[config.mk]
export PLATFORM = sky130hd
export DESIGN_NAME = discrete_mapper
export DESIGN_NICKNAME = d
export VERILOG_FILES = /design/src/rtl/mapper_pkg.sv /design/src/rtl/discrete_mapper.sv /design/src/rtl/chr_map.sv /design/src/rtl/prg_map.sv /design/src/rtl/bank_regs.sv /design/src/rtl/cpu_write_decode.sv
export SDC_FILE = /design/constraint.sdc
export NUM_CORES = 1
export LEC_CHECK = 0
export ABC_AREA = 1
export ABC_CLOCK_PERIOD_IN_PS = 3250
export BUFFER_PORTS_ARGS = -buffer_cell sky130_fd_sc_hd__clkbuf_2
export CELL_PAD_IN_SITES_DETAIL_PLACEMENT = 1
export CELL_PAD_IN_SITES_GLOBAL_PLACEMENT = 2
export CORE_MARGIN = 3
export CORE_UTILIZATION = 23
export CTS_BUF_LIST = sky130_fd_sc_hd__clkbuf_8
export DETAILED_ROUTE_END_ITERATION = 8
export PLACE_DENSITY_LB_ADDON = 0.08
export SYNTH_ARGS = -nofsm -noshare
export SYNTH_HDL_FRONTEND = slang
export SYNTH_HIERARCHICAL = 1
export SYNTH_SLANG_ARGS = --single-unit
[constraint.sdc]
create_clock -name clk -period 3.25 [get_ports clk]
set_clock_uncertainty 0.05 [all_clocks]
set_input_delay 0.325 -clock clk [delete_from_list [all_inputs] [get_ports clk]]
set_output_delay 0.325 -clock clk [all_outputs]
set_load 0.01 [all_outputs]
[src/rtl/mapper_pkg.sv]
// Shared types and constants for the discrete mapper address logic
// Cart flags are expected to change only while arst_n is low
package mapper_pkg;

	localparam int CPU_AW     = 16;  // CPU address bus
	localparam int PPU_AW     = 14;  // PPU address bus
	localparam int MEM_AW     = 22;  // Cartridge memory space
	localparam int PRG_BANK_W = 6;   // Widest PRG bank, BxROM oversize
	localparam int CHR_BANK_W = 4;   // Widest CHR bank

	localparam logic [MEM_AW-1:0] CHR_BASE     = 22'h200000;  // Top bit set for CHR space
	localparam logic [MEM_AW-1:0] PRG_RAM_BASE = 22'h3C0000;  // NINA-001 work RAM

	localparam logic [CPU_AW-1:0] NINA_REG_PRG  = 16'h7FFD;
	localparam logic [CPU_AW-1:0] NINA_REG_CHR0 = 16'h7FFE;
	localparam logic [CPU_AW-1:0] NINA_REG_CHR1 = 16'h7FFF;

	localparam logic [7:0] MAP_NROM         = 8'd0;
	localparam logic [7:0] MAP_COLOR_DREAMS = 8'd11;
	localparam logic [7:0] MAP_BNROM        = 8'd34;   // Also NINA-001, split by CHR size
	localparam logic [7:0] MAP_GXROM        = 8'd66;
	localparam logic [7:0] MAP_NINA03       = 8'd79;
	localparam logic [7:0] MAP_NINA06       = 8'd113;

	// NINA03 and NINA06 share the write decode
	typedef enum logic [2:0] {
		NROM,
		COLOR_DREAMS,
		BXROM,
		NINA001,
		GXROM,
		NINA03,
		NINA06
	} mapper_kind_e;

	typedef struct packed {
		logic [7:0] mapper_id;     // iNES mapper number
		logic [2:0] chr_rom_size;  // Nonzero picks NINA-001 on #34
		logic       vertical_mirror;
		logic       chr_ram;       // CHR is writable RAM
	} cart_flags_t;

	typedef struct packed {
		logic [CPU_AW-1:0] addr;
		logic              write;
		logic [7:0]        din;
	} cpu_bus_t;

	typedef struct packed {
		logic [MEM_AW-1:0] aout;
		logic              allow;  // Access permitted for this cycle
	} prg_out_t;

	typedef struct packed {
		logic [MEM_AW-1:0] aout;
		logic              allow;
		logic              vram_a10;  // Nametable page select
		logic              vram_ce;   // Route to internal 2 KB VRAM
	} chr_out_t;

	typedef struct packed {
		logic                  ld_prg;
		logic                  ld_chr0;
		logic                  ld_chr1;
		logic                  ld_mirror;
		logic [PRG_BANK_W-1:0] prg;
		logic [CHR_BANK_W-1:0] chr0;
		logic [CHR_BANK_W-1:0] chr1;
		logic                  mirroring;
	} reg_load_t;

	typedef struct packed {
		logic [PRG_BANK_W-1:0] prg_bank;
		logic [CHR_BANK_W-1:0] chr_bank_0;
		logic [CHR_BANK_W-1:0] chr_bank_1;
		logic                  mirroring;  // 1 selects vertical
	} bank_state_t;

	typedef union packed {
		struct packed {
			logic [1:0] rsvd_hi;
			logic [1:0] prg;
			logic [1:0] rsvd_lo;
			logic [1:0] chr;
		} gxrom_v;
		struct packed {
			logic [3:0] chr;
			logic [1:0] rsvd;
			logic [1:0] prg;
		} color_dreams_v;
		struct packed {
			logic       mirroring;
			logic       chr_hi;   // CHR bank bit 3
			logic [2:0] prg;
			logic [2:0] chr_lo;   // CHR bank bits 2:0
		} nina03_v;
	} write_byte_u;

endpackage
[src/rtl/discrete_mapper.sv]
// Top level of the discrete mapper address logic
// flags must stay stable outside reset; writes are ce-qualified strobes
`timescale 1ns/1ps

module discrete_mapper (
	input  logic                          clk,
	input  logic                          arst_n,
	input  logic                          ce,        // CPU M2 enable
	input  mapper_pkg::cart_flags_t       flags,
	input  mapper_pkg::cpu_bus_t          cpu,
	input  logic [mapper_pkg::PPU_AW-1:0] chr_addr,
	output mapper_pkg::prg_out_t          prg,
	output mapper_pkg::chr_out_t          chr
);

	mapper_pkg::mapper_kind_e kind;   // Board type, static after reset
	mapper_pkg::reg_load_t    load;   // Decoded register writes
	mapper_pkg::bank_state_t  state;  // Current banks and mirroring

	cpu_write_decode u_decode (
		.cpu   (cpu),
		.ce    (ce),
		.flags (flags),
		.kind  (kind),
		.load  (load)
	);

	bank_regs u_regs (
		.clk    (clk),
		.arst_n (arst_n),
		.load   (load),
		.state  (state)
	);

	prg_map u_prg (
		.cpu   (cpu),
		.kind  (kind),
		.state (state),
		.prg   (prg)
	);

	chr_map u_chr (
		.chr_addr (chr_addr),
		.flags    (flags),
		.kind     (kind),
		.state    (state),
		.chr      (chr)
	);

endmodule

[src/rtl/chr_map.sv]
// PPU side address translation and nametable mirroring, combinational
// BxROM and NINA-001 use two 4 KB banks, all other boards one 8 KB bank
`timescale 1ns/1ps

module chr_map (
	input  logic [mapper_pkg::PPU_AW-1:0] chr_addr,
	input  mapper_pkg::cart_flags_t       flags,
	input  mapper_pkg::mapper_kind_e      kind,
	input  mapper_pkg::bank_state_t       state,
	output mapper_pkg::chr_out_t          chr
);

	localparam int PAD_4K = mapper_pkg::MEM_AW - mapper_pkg::CHR_BANK_W - 12;
	localparam int PAD_8K = mapper_pkg::MEM_AW - mapper_pkg::CHR_BANK_W - 13;

	logic                              split_4k;
	logic [mapper_pkg::CHR_BANK_W-1:0] bank_4k;
	logic [mapper_pkg::MEM_AW-1:0]     offset;
	logic                              vertical;

	assign split_4k = (kind == mapper_pkg::BXROM) || (kind == mapper_pkg::NINA001);
	assign bank_4k  = chr_addr[12] ? state.chr_bank_1 : state.chr_bank_0;  // $1000 half

	always_comb begin
		if (split_4k) begin
			offset = {{PAD_4K{1'b0}}, bank_4k, chr_addr[11:0]};
		end else begin
			offset = {{PAD_8K{1'b0}}, state.chr_bank_0, chr_addr[12:0]};
		end
	end

	// NINA-06 mirroring comes from the register, others from the header
	assign vertical = (kind == mapper_pkg::NINA06) ? state.mirroring : flags.vertical_mirror;

	always_comb begin
		chr.aout     = mapper_pkg::CHR_BASE + offset;
		chr.allow    = flags.chr_ram;                            // Writes only to CHR RAM
		chr.vram_ce  = chr_addr[13];                             // Nametable space
		chr.vram_a10 = vertical ? chr_addr[10] : chr_addr[11];  // Vertical uses A10
	end

endmodule

[src/rtl/prg_map.sv]
// CPU side address translation, combinational with zero latency
// Only NINA-001 opens the $6000-$7FFF RAM window
`timescale 1ns/1ps

module prg_map (
	input  mapper_pkg::cpu_bus_t     cpu,
	input  mapper_pkg::mapper_kind_e kind,
	input  mapper_pkg::bank_state_t  state,
	output mapper_pkg::prg_out_t     prg
);

	localparam int ROM_PAD = mapper_pkg::MEM_AW - mapper_pkg::PRG_BANK_W - 15;

	logic [mapper_pkg::PRG_BANK_W-1:0] bank_mask;
	logic [mapper_pkg::PRG_BANK_W-1:0] bank;
	logic [mapper_pkg::MEM_AW-1:0]     rom_addr;
	logic [mapper_pkg::MEM_AW-1:0]     ram_addr;
	logic                              ram_hit;
	logic                              rom_read;

	// Bank bits each board actually drives
	always_comb begin
		case (kind)
			mapper_pkg::GXROM, mapper_pkg::COLOR_DREAMS: bank_mask = 6'b000011;
			mapper_pkg::BXROM, mapper_pkg::NINA001:      bank_mask = 6'b111111;
			mapper_pkg::NINA03, mapper_pkg::NINA06:      bank_mask = 6'b000111;
			default:                                     bank_mask = 6'b000000;  // NROM
		endcase
	end

	assign bank     = state.prg_bank & bank_mask;
	assign rom_addr = {{ROM_PAD{1'b0}}, bank, cpu.addr[14:0]};  // 32 KB pages

	assign ram_hit  = (kind == mapper_pkg::NINA001) && (cpu.addr[15:13] == 3'b011);
	assign ram_addr = mapper_pkg::PRG_RAM_BASE
		+ {{(mapper_pkg::MEM_AW-13){1'b0}}, cpu.addr[12:0]};  // 8 KB window

	assign rom_read = cpu.addr[15] & ~cpu.write;  // ROM is read only

	always_comb begin
		prg.aout  = ram_hit ? ram_addr : rom_addr;
		prg.allow = ram_hit | rom_read;  // RAM takes reads and writes
	end

endmodule

[src/rtl/bank_regs.sv]
// Bank and mirroring registers, one-cycle update after a qualifying write
// chr_bank_1 resets to 1 so BxROM sees the upper 4 KB CHR half
`timescale 1ns/1ps

module bank_regs (
	input  logic                    clk,
	input  logic                    arst_n,
	input  mapper_pkg::reg_load_t   load,
	output mapper_pkg::bank_state_t state
);

	logic [mapper_pkg::PRG_BANK_W-1:0] prg_bank;
	logic [mapper_pkg::CHR_BANK_W-1:0] chr_bank_0;
	logic [mapper_pkg::CHR_BANK_W-1:0] chr_bank_1;
	logic                              mirroring;

	// PRG bank, 32 KB window at $8000
	always_ff @(posedge clk or negedge arst_n) begin
		if (!arst_n) begin
			prg_bank <= '0;
		end else if (load.ld_prg) begin
			prg_bank <= load.prg;
		end
	end

	// Low CHR bank, or the whole 8 KB bank
	always_ff @(posedge clk or negedge arst_n) begin
		if (!arst_n) begin
			chr_bank_0 <= '0;
		end else if (load.ld_chr0) begin
			chr_bank_0 <= load.chr0;
		end
	end

	// High 4 KB CHR bank
	always_ff @(posedge clk or negedge arst_n) begin
		if (!arst_n) begin
			chr_bank_1 <= 4'd1;  // BxROM default
		end else if (load.ld_chr1) begin
			chr_bank_1 <= load.chr1;
		end
	end

	always_ff @(posedge clk or negedge arst_n) begin
		if (!arst_n) begin
			mirroring <= 1'b0;  // Horizontal
		end else if (load.ld_mirror) begin
			mirroring <= load.mirroring;
		end
	end

	assign state.prg_bank   = prg_bank;
	assign state.chr_bank_0 = chr_bank_0;
	assign state.chr_bank_1 = chr_bank_1;
	assign state.mirroring  = mirroring;

endmodule

[src/rtl/cpu_write_decode.sv]
// Board classification and CPU register write decode, purely combinational
// Strobes are valid only while ce is high; the registers sample them on clk
`timescale 1ns/1ps

module cpu_write_decode (
	input  mapper_pkg::cpu_bus_t     cpu,
	input  logic                     ce,
	input  mapper_pkg::cart_flags_t  flags,
	output mapper_pkg::mapper_kind_e kind,
	output mapper_pkg::reg_load_t    load
);

	mapper_pkg::write_byte_u wb;  // Same byte, board-specific layouts
	logic                    wr;  // Qualified write strobe
	logic                    nina_hit;

	assign wb       = cpu.din;
	assign wr       = ce & cpu.write;
	assign nina_hit = (cpu.addr[15:13] == 3'b010) & cpu.addr[8];  // $4100 mirror decode

	always_comb begin
		case (flags.mapper_id)
			mapper_pkg::MAP_NROM:         kind = mapper_pkg::NROM;
			mapper_pkg::MAP_COLOR_DREAMS: kind = mapper_pkg::COLOR_DREAMS;
			mapper_pkg::MAP_GXROM:        kind = mapper_pkg::GXROM;
			mapper_pkg::MAP_NINA03:       kind = mapper_pkg::NINA03;
			mapper_pkg::MAP_NINA06:       kind = mapper_pkg::NINA06;
			mapper_pkg::MAP_BNROM:
				kind = (flags.chr_rom_size != 3'd0) ? mapper_pkg::NINA001 : mapper_pkg::BXROM;
			default:                      kind = mapper_pkg::NROM;  // Unknown boards act as NROM
		endcase
	end

	always_comb begin
		load = '0;
		case (kind)
			mapper_pkg::GXROM: begin
				if (wr && cpu.addr[15]) begin
					load.ld_prg  = 1'b1;
					load.ld_chr0 = 1'b1;
					load.prg     = {4'b0000, wb.gxrom_v.prg};
					load.chr0    = {2'b00, wb.gxrom_v.chr};
				end
			end
			mapper_pkg::COLOR_DREAMS: begin
				if (wr && cpu.addr[15]) begin
					load.ld_prg  = 1'b1;
					load.ld_chr0 = 1'b1;
					load.prg     = {4'b0000, wb.color_dreams_v.prg};
					load.chr0    = wb.color_dreams_v.chr;
				end
			end
			mapper_pkg::BXROM: begin
				load.ld_prg = wr & cpu.addr[15];
				load.prg    = cpu.din[5:0];  // Oversize 6-bit bank
			end
			mapper_pkg::NINA001: begin
				load.ld_prg  = wr && (cpu.addr == mapper_pkg::NINA_REG_PRG);
				load.ld_chr0 = wr && (cpu.addr == mapper_pkg::NINA_REG_CHR0);
				load.ld_chr1 = wr && (cpu.addr == mapper_pkg::NINA_REG_CHR1);
				load.prg     = cpu.din[5:0];
				load.chr0    = cpu.din[3:0];
				load.chr1    = cpu.din[3:0];
			end
			mapper_pkg::NINA03, mapper_pkg::NINA06: begin
				if (wr && nina_hit) begin
					load.ld_prg    = 1'b1;
					load.ld_chr0   = 1'b1;
					load.ld_mirror = 1'b1;  // Only NINA-06 uses it downstream
					load.prg       = {3'b000, wb.nina03_v.prg};
					load.chr0      = {wb.nina03_v.chr_hi, wb.nina03_v.chr_lo};
					load.mirroring = wb.nina03_v.mirroring;
				end
			end
			default: ;  // NROM has no registers
		endcase
	end

endmodule

==> results of run 1 <==
==> through the flow <==
stage / area [µm²] / setup slack [ns] / hold WS [ns] / std cells / power (W)
CTS: 2002 / 1.042 / 0.3679 / 420 / 0.0004412
floorplan: 1708 / 1.478 / -0.02059 / 279 / 0.0002635
global route: 2002 / 0.8706 / 0.3902 / 420 / 0.0004616
global placement: 1946 / 1.028 / 0.2186 / 415 / 0.0002875
finish: 2002 / 1.094 / 0.3645 / 420 / 0.0004303
detailed placement: 1946 / 1.052 / 0.2142 / 415 / 0.0002875
==> worst min-delay path, stage by stage <==
cell	delay (ns)
clkbuf_2	0.08
inv_1	0.08
nor2_1	0.05
nand2_1	0.05
nand2_1	0.04
==> flip-flops by register name (all words and copies together), names as in the netlist <==
name               count
u_regs/prg_bank        6
u_regs/chr_bank_1      4
u_regs/mirroring       1
u_regs/chr_bank_0      4
==> synthesized netlist by cell type (all sizes together), types with 2 or more instances <==
master / number
a31oi: 2
nor3: 7
nand3: 15
o21ai: 5
dfrtp: 14
nor2: 31
nand2: 105
buf: 34
o211ai: 3
conb: 2
nand4: 11
a21oi: 2
inv: 40
==> area by class of cell <==
cell class,instances,share of cell area [%]
clock buffers,3,2.063
multi-input cells,190,46.13
inverters,40,7.625
flip-flops and latches,15,18.81
well taps,96,6.000
clock inverters,1,0.2500
repair buffers,75,19.12
==> logic make-up after synthesis <==
logic type | Yosys count
and+or+nand+nor | 170
buffers and inverters | 74
AOI/OAI and AO/OA | 15
DFF | 15
other | 2
==> what timing repair did <==
action | 4_1_cts | 5_1_grt
setup endpoints to repair | 0 | 0
hold endpoints to repair | 14 | 0
hold buffers | 1 | 0
==> layer usage <==
| layer | share of wire, % | vias up | routed length, µm | track usage, % |
|---|---|---|---|---|
| met2 | 46 | 46 | 2323 | 20.68 |
| met3 | 3.9 | 4 | 194 | 1.066 |
| met5 | 0 | - | 0 | 0 |
| met1 | 49 | 766 | 2471 | 16.74 |
| li1 | - | 915 | - | - |
| met4 | 0.62 | 0 | 31 | 3.465 |
==> power by group <==
group          total (W)  leakage [nW]  switching, W  internal [W]
sequential      0.000187         0.206  0.0000000318      0.000187
combinational  0.0000958         0.959     0.0000581     0.0000377
clock           0.000148        0.0255     0.0000629     0.0000847
total           0.000430          1.19      0.000121      0.000309
==> worst min-delay path by stage <==
| stage | depth (start not counted) | slack (ns) | endpoint |
|---|---|---|---|
| 2_1_floorplan | 0 | -0.02 | u_regs/chr_bank_0[0] |
| 3_3_place_gp | 1 | 0.22 | u_regs/prg_bank[5] |
| 3_5_place_dp | 1 | 0.21 | u_regs/prg_bank[5] |
| 4_1_cts | 5 | 0.37 | u_regs/mirroring |
| 5_1_grt | 5 | 0.39 | u_regs/mirroring |
| 6_report | 5 | 0.36 | u_regs/mirroring |
==> run metrics, run 1 <==
outcome=finished clean; global-route wire length before repair=~8700 µm; vias in the first global route=1852; Post-synth EDFFs=0; I/O Pins=103; setup TNS=0 ns; PwrDens=215.0 nW/µm²; launching point of the worst reg2reg path=u_regs/chr_bank_1[0]; critical path launch point=flags[12]; worst vdd ir=77.58 µV; DR pass1 iterations=4; Fin. Hold Viols=0; row cnt=30; Adder-Cell Fraction of Synth Area=0%; R2R depth=2; Clock Latency Late Sink=0.24 ns; clk root buf=clkbuf_8; CTS Buffer Depth=2; Reg-to-Reg End=u_regs/chr_bank_1[0]; Final Slew Violations=0; Final Core Density=28.67%; unrepaired setup endpoints after global routing=no; DRT Wirelength=5021 µm; Hold Path Origin=cpu[7]; commonest non-fill, non-tap cell in the layout=nand2_1; Most Frequent Cell on Critical Path=nor2_1; CP max stage delay=about 0.35 ns; clock-pin slew on the worst setup and hold paths=0.06 ns; CP cell instances=clkbuf_2 > inv_1 > nand2_1 > nor2_1 > nand2_2 > nand3_1 > nand2_1 > nor2_1 > nor2_1 > nor2_1 > clkbuf_2; Synth Instances=276; Setup Crit Path Kind=in -> out; top cell family by delay on the critical path=simple AND/OR/NAND/NOR gates; IO Port Bufs=73; largest family of logic cells by synthesized area=simple AND/OR/NAND/NOR gates; R2R Setup Slk=2.52 ns; most frequent cells in the layout=nand2_1, clkbuf_2, inv_1; Fillers=968; maximum number of pins on one net before global-route repair=16; post-route antenna net violation count=0; Unique masters post-synth=29; post-synthesis cell area=1697 µm²; Startpoint Class=primary input; max cap viols=0; Leak Pwr=1.191 nW; grt total ovfl=0; Mean Syn Cell Area=about 6 µm²; Synth Area in Compound Gates=between 5 and 6%; Num CTS Buffers=3; area of the multi-input gates=923.4 µm²; number of clock sinks=15; initial core utilization=24.30%; Nets=380; fmax=between 400 and 500 MHz; crit path time final=2.156 ns; DR vias/cell=4.121; area grow syn2layout=17.99%; simple-gate share of the synthesized area=47.64%; post-CTS sizing=0; Antenna Cells=0; GRT Util Overall=12.29%; Critical Path Sink Type=output pin; Post-synth ARST share=100.0%; final worst-path cycle share=66.33%; hold crit path type=in -> reg; antenna violations before repair=0; Post-route DRC=0; Synth Flop Type=dfrtp_1; initial drt markers=37; flops & latches, synth=15; CP Max Fanout=8; mux cell area share after synthesis=0%; layout cell share with drive strength beyond 1=between 30% and 40%; Synth Area in XOR/XNOR=0%; Core Region=6982 µm²; via count=1731; Final Setup Violations=0; post-synth top area share=21.24%; routed length per instance=11.95 µm; cell taking the most area after synthesis=nand2_1; sequential-to-total area share from yosys stat=22.20%; number of cells on the critical path=11; CP required=2.87 ns; Die W=91.89 µm; DIE AREA=8443 µm²; height of the die=91.89 µm; Synth area leaders=nand2_1, dfrtp_1, buf_4, inv_1, nor2_1; CTS tree=done; CP endpoint=prg[18]; GPL Wtd Cong=between 0.7 and 0.8; Post-CTS Setup Bufs=0; Worst Path Arrival=1.78 ns; H-tree Lvls=1; Synth Warn #=6; critical path's slowest cell=nand3_1; Detail Placement HPWL=4395 µm; Buf/Inv on CP=3; FF/Latch Area=376.6 µm²
Note: power is estimated with default switching activity, not from simulation.
==> run 2: changes to the inputs <==
- ABC_CLOCK_PERIOD_IN_PS: 3250 -> 1900
- CORE_UTILIZATION: 23 -> 19
- clock period: 3.25 -> 1.9 ns (I/O delays scaled with it)
==> run 2 against run 1 <==
  * Non-clock buffer count grew 9
  * Worst hold slack lost 0.13 ns
  * Routed wire length grew 11%
  * Count of clock-buffer cells in the layout is the same
  * Worst setup slack lost 0.90 ns
  * Register-to-register slack lost 1.4 ns
==> run metrics, run 2 (same netlist as run 1, synthesis figures left out) <==
outcome=finished clean (unchanged); DR vias/cell=4.167 (was 4.121); routed length per instance=12.78 µm (was 11.95 µm); post-route antenna net violation count=0 (unchanged); grt total ovfl=0 (unchanged); CP required=1.66 ns (was 2.87 ns); Fin. Hold Viols=0 (unchanged); Final Setup Violations=0 (unchanged); Critical Path Sink Type=output pin (unchanged); Leak Pwr=1.251 nW (was 1.191 nW); crit path time final=1.709 ns; Num CTS Buffers=3 (unchanged); I/O Pins=103 (unchanged); Final Slew Violations=0 (unchanged); DR pass1 iterations=4 (unchanged); initial core utilization=20.14% (was 24.30%); layout cell share with drive strength beyond 1=36.64% (was 34.26%); final cell count without fillers=438 (was 420); GRT Util Overall=11.33% (was 12.29%); PwrDens=358.4 nW/µm² (was 215.0 nW/µm²); initial drt markers=23 (was 37); Fillers=1109 (was 968); clk root buf=clkbuf_8 (unchanged); height of the die=100.5 µm (was 91.89 µm); GPL Wtd Cong=0.7896 (was 0.7056); R2R depth=2 (unchanged); Nets=389 (was 380); CTS tree=done (unchanged); most frequent cells in the layout=nand2_1, clkbuf_2, inv_1 (unchanged); Antenna Cells=0 (unchanged); Reg-to-Reg End=u_regs/chr_bank_1[0] (unchanged); via count=1825 (was 1731); final worst-path cycle share=89.94%; Setup Crit Path Kind=in -> out (unchanged); row cnt=33 (was 30); top flop regs=u_regs/prg_bank: 6 flops, u_regs/chr_bank_0: 4 flops, u_regs/chr_bank_1: 4 flops (unchanged); Hold Crit Endpoint=u_regs/chr_bank_1[0] (was u_regs/mirroring); FF/Latch Area=376.6 µm² (unchanged); area grow syn2layout=23.60% (was 17.99%); Die W=100.5 µm (was 91.89 µm); Post-route DRC=0 (unchanged); R2R Setup Slk=1.16 ns (was 2.52 ns); Startpoint Class=primary input (unchanged); global-route wire length before repair=9301 µm (was 8659 µm); launching point of the worst reg2reg path=u_regs/chr_bank_1[0] (unchanged); Hold Path Origin=cpu[0] (was cpu[7]); antenna violations before repair=0 (unchanged); clock-pin slew on the worst setup and hold paths=0.06 ns (about the same); H-tree Lvls=1 (unchanged); fmax=585.2 MHz; maximum number of pins on one net before global-route repair=16 (unchanged); Core Region=8423 µm² (was 6982 µm²); area of the multi-input gates=935.9 µm² (was 923.4 µm²); commonest non-fill, non-tap cell in the layout=nand2_1 (unchanged); CTS Buffer Depth=2 (unchanged); IO Port Bufs=73 (unchanged); hold crit path type=in -> reg (unchanged); Detail Placement HPWL=4911 µm (was 4395 µm); Worst Path Arrival=1.47 ns (was 1.78 ns); vias in the first global route=1928 (was 1852); DIE AREA=10100 µm² (was 8443 µm²); CP Max Fanout=8 (unchanged); max cap viols=0 (unchanged); Largest register FFs=6 (unchanged); Largest Register=u_regs/prg_bank (unchanged); number of clock sinks=15 (unchanged); DRT Wirelength=5597 µm (was 5021 µm); Area after DPL=1994 µm² (was 1946 µm²); Design Area, Final=2097 µm² (was 2002 µm²); WHS=0.2319 ns (was 0.3645 ns); DP Cell Count=429 (was 415); Clock Latency Late Sink=0.24 ns (about the same); hold depth=5 (unchanged); worst vdd ir=172.2 µV (was 77.58 µV)
run 2: cell types whose count changed in the layout (fill, tap and decap cells not counted):
cell,change
nor3_1,-1
nand2_2,-1
nand2_4,+1
nor2_2,+1
nor3_2,+1
nor2_1,-1
buf_6,+1
buf_4,+8
run 2: through the flow:
| stage | utilization (%) | power (W) | setup TNS (ns) | setup WS [ns] |
|---|---|---|---|---|
| after floorplan | - | 0.0004507 | 0 | 0.3977 |
| after global placement | 23.68 | 0.0004964 | 0 | 0.07954 |
| after detailed placement | 23.68 | 0.0004967 | 0 | 0.07128 |
| after CTS | 24.35 | 0.0007704 | 0 | 0.06632 |
| after global routing | 24.90 | 0.0008042 | -0.03475 | -0.02167 |
| final | 24.90 | 0.0007516 | 0 | 0.1912 |
run 2: final cells by class:
cell class	count	share of cell area, %
well taps	105	6.265
multi-input cells	190	44.63
inverters	40	7.279
flip-flops and latches	15	17.96
clock inverters	1	0.2387
clock buffers	3	1.969
repair buffers	84	21.66
run 2: where the power goes:
part	total [W]	internal [W]	switching, W
Sequential	0.000320	0.000320	0.0000000547
Clock	0.000261	0.000145	0.000115
Combinational	0.000171	0.0000670	0.000104
Total	0.000752	0.000532	0.000220
run 2: critical path, cell delays in order:
cell and delay, ns:
clkbuf_2 0.09, inv_2 0.06, nand2_1 0.08, nor2_4 0.19
nand2_4 0.12, nand2_4 0.13, inv_2 0.06, nor2_4 0.19
inv_2 0.07, o21ai_1 0.12, nand2_1 0.06, clkbuf_2 0.12
run 2: how the worst max path moves through the flow:
stage / slack [ns] / startpoint / endpoint / depth (start not counted)
5_1_grt: -0.02 / flags[10] / prg[17] / 11
3_3_place_gp: 0.08 / flags[10] / prg[18] / 12
3_5_place_dp: 0.07 / flags[12] / prg[18] / 12
2_1_floorplan: 0.40 / flags[12] / prg[18] / 9
6_report: 0.19 / flags[5] / chr[15] / 12
4_1_cts: 0.07 / flags[12] / prg[18] / 12
run 2: routing by layer:
layer	track usage, %	vias up	routed length, µm
met5	0	-	0
met1	15.10	848	2569
met4	1.140	0	18
met2	19.78	41	2754
met3	2.007	4	254
li1	-	932	-
run 2: what timing repair did:
| item | in CTS | in global routing |
|---|---|---|
| hold buffers | 1 | 0 |
| buffers inserted | 0 | 4 |
| gates resized for setup | 0 | 4 |
| endpoints found under the setup margin | 0 | 11 |
| hold endpoints to repair | 14 | 0 |
==> run 3: changes to the inputs <==
- ABC_CLOCK_PERIOD_IN_PS: 1900 -> 2000
- CORE_UTILIZATION: 19 -> 23
- clock period: 1.9 -> 2 ns (I/O delays scaled with it)
==> run 3 against run 2 <==
  * First-iteration DRC count grew to 2.8 times the previous value
  * Via count down 3.0%
  * Core utilization up 4.0 points
  * Global-route usage increased by 0.93 points
  * Non-clock buffer count down 7
  * Worst setup slack better by 0.059 ns
  * Critical path depth stayed put
  * Worst hold slack better by 0.014 ns
  * Clock power is 6% lower
  * Cell count down 3.7%
  * Critical endpoint is now prg[18]
  * Largest power group unchanged
==> run metrics, run 3 (same netlist as run 1, synthesis figures left out) <==
Final Slew Violations=0 (unchanged); Fin. Hold Viols=0 (unchanged); setup TNS=0 ns (unchanged); Largest Register=u_regs/prg_bank (unchanged); Leak Pwr=1.201 nW (was 1.251 nW); worst vdd ir=148.0 µV (was 172.2 µV); CP required=1.75 ns (was 1.66 ns); area of the multi-input gates=925.9 µm² (was 935.9 µm²); IO Port Bufs=73 (unchanged); final worst-path cycle share=just under 90%; H-tree Lvls=1 (unchanged); Final Setup Violations=0 (unchanged); CP Max Fanout=8 (unchanged); I/O Pins=103 (unchanged); Setup Crit Path Kind=in -> out (unchanged); DR vias/cell=4.197 (was 4.167); row cnt=30 (was 33); DRT Wirelength=5108 µm (was 5597 µm); Worst Path Arrival=1.50 ns (was 1.47 ns); PwrDens=350.1 nW/µm² (was 358.4 nW/µm²); initial core utilization=24.30% (was 20.14%); DR pass1 iterations=4 (unchanged); antenna violations before repair=0 (unchanged); Post-CTS Setup Bufs=0 (unchanged); Num CTS Buffers=3 (unchanged); layout cell share with drive strength beyond 1=34.97% (was 36.64%); post-route antenna net violation count=0 (unchanged); via count=1771 (was 1825); crit path time final=roughly 1.8 ns; CTS Buffer Depth=2 (unchanged); Core Region=6982 µm² (was 8423 µm²); Largest register FFs=6 (unchanged); Antenna Cells=0 (unchanged); outcome=finished clean (unchanged); global-route wire length before repair=8549 µm (was 9301 µm); DIE AREA=8443 µm² (was 10100 µm²); Final Core Density=28.92% (was 24.90%); Fillers=965 (was 1109); Startpoint Class=primary input (unchanged); FF/Latch Area=376.6 µm² (unchanged); height of the die=91.89 µm (was 100.5 µm); Post-route DRC=0 (unchanged); final cell count without fillers=422 (was 438); Detail Placement HPWL=4488 µm (was 4911 µm); CTS tree=done (unchanged); unrepaired setup endpoints after global routing=no; hold crit path type=in -> reg (unchanged); dpl ws=0.1723 ns (was 0.07128 ns); initial drt markers=65 (was 23); WHS=0.2459 ns (was 0.2319 ns); Die W=91.89 µm (was 100.5 µm); number of clock sinks=15 (unchanged); Critical Path Sink Type=output pin (unchanged); routed length per instance=12.10 µm (was 12.78 µm); GRT Util Overall=12.26% (was 11.33%); Nets=382 (was 389); max cap viols=0 (unchanged); clock-pin slew on the worst setup and hold paths=0.06 ns (about the same); clk root buf=clkbuf_8 (unchanged); area grow syn2layout=19.03% (was 23.60%); grt total ovfl=0 (unchanged); Clock Latency Late Sink=0.24 ns (about the same); maximum number of pins on one net before global-route repair=16 (unchanged); most frequent cells in the layout=nand2_1, clkbuf_2, inv_1 (unchanged); vias in the first global route=1829 (was 1928); DP Cell Count=417 (was 429); fmax=around 570 MHz; GPL Wtd Cong=0.7617 (was 0.7896); commonest non-fill, non-tap cell in the layout=nand2_1 (unchanged); Final WS setup=0.2499 ns (was 0.1912 ns); top flop regs=u_regs/prg_bank: 6 flops, u_regs/chr_bank_0: 4 flops, u_regs/chr_bank_1: 4 flops (unchanged)
==> run 3: cell types whose count changed in the layout (fill, tap and decap cells not counted), sizes merged <==
cell,change
buf,-7
==> run 3: path summary, 6_finish.rpt <==
kind,startpoint,end,slack [ns],cells past startpoint
max,flags[12],prg[18],0.25,12
min,cpu[0],u_regs/chr_bank_1[0],0.25,5
max reg2reg,u_regs/chr_bank_1[0],u_regs/chr_bank_1[0],1.26,2
min reg2reg,u_regs/chr_bank_1[0],u_regs/chr_bank_1[0],0.42,2
max in group asynchronous,arst_n,u_regs/chr_bank_1[0],1.21,2
min in group asynchronous,arst_n,u_regs/prg_bank[5],0.36,2
==> run 3: critical path, cell delays in order <==
cell and delay (ns):
clkbuf_2 0.08, inv_1 0.07, nand2_1 0.08, nor3_1 0.19
nand2_2 0.13, nand3_1 0.09, buf_4 0.17, nor2_2 0.06
nand2_2 0.14, nand2_1 0.07, nor2_1 0.10, clkbuf_2 0.13
==> run 3: metal layers <==
layer | GRT usage [%] | up-vias | wire, µm
li1 | - | 920 | -
met1 | 15.65 | 799 | 2379
met2 | 21.84 | 48 | 2494
met3 | 1.148 | 4 | 202
met4 | 3.465 | 0 | 32
met5 | 0 | - | 0
==> run 3: per-stage QoR <==
stage	total power [W]	instance area, µm²
finish	0.0007071	2019
global placement	0.0004681	1961
floorplan	0.0004282	1708
detailed placement	0.0004681	1961
CTS	0.0007232	2017
global route	0.0007557	2019
==> run 3: repair_timing <==
action	in CTS	in global routing
gates resized for setup	0	1
endpoints found under the setup margin	0	3
hold buffers	1	0
endpoints found under the hold margin	14	0
==> run 3: area by class of cell <==
type                       count  share of cell area [%]
inverter                      40                   7.559
clock buffer                   3                   2.045
clock inverter                 1                  0.2478
tap                           96                   5.948
sequential                    15                   18.65
timing repair buffer          77                   19.70
multi-input combinational    190                   45.85
==> run 3: power by group <==
part           leakage [nW]  internal, W  switching, W
Combinational         0.970    0.0000617     0.0000955
Sequential            0.206     0.000304  0.0000000536
Clock                0.0255     0.000138      0.000108
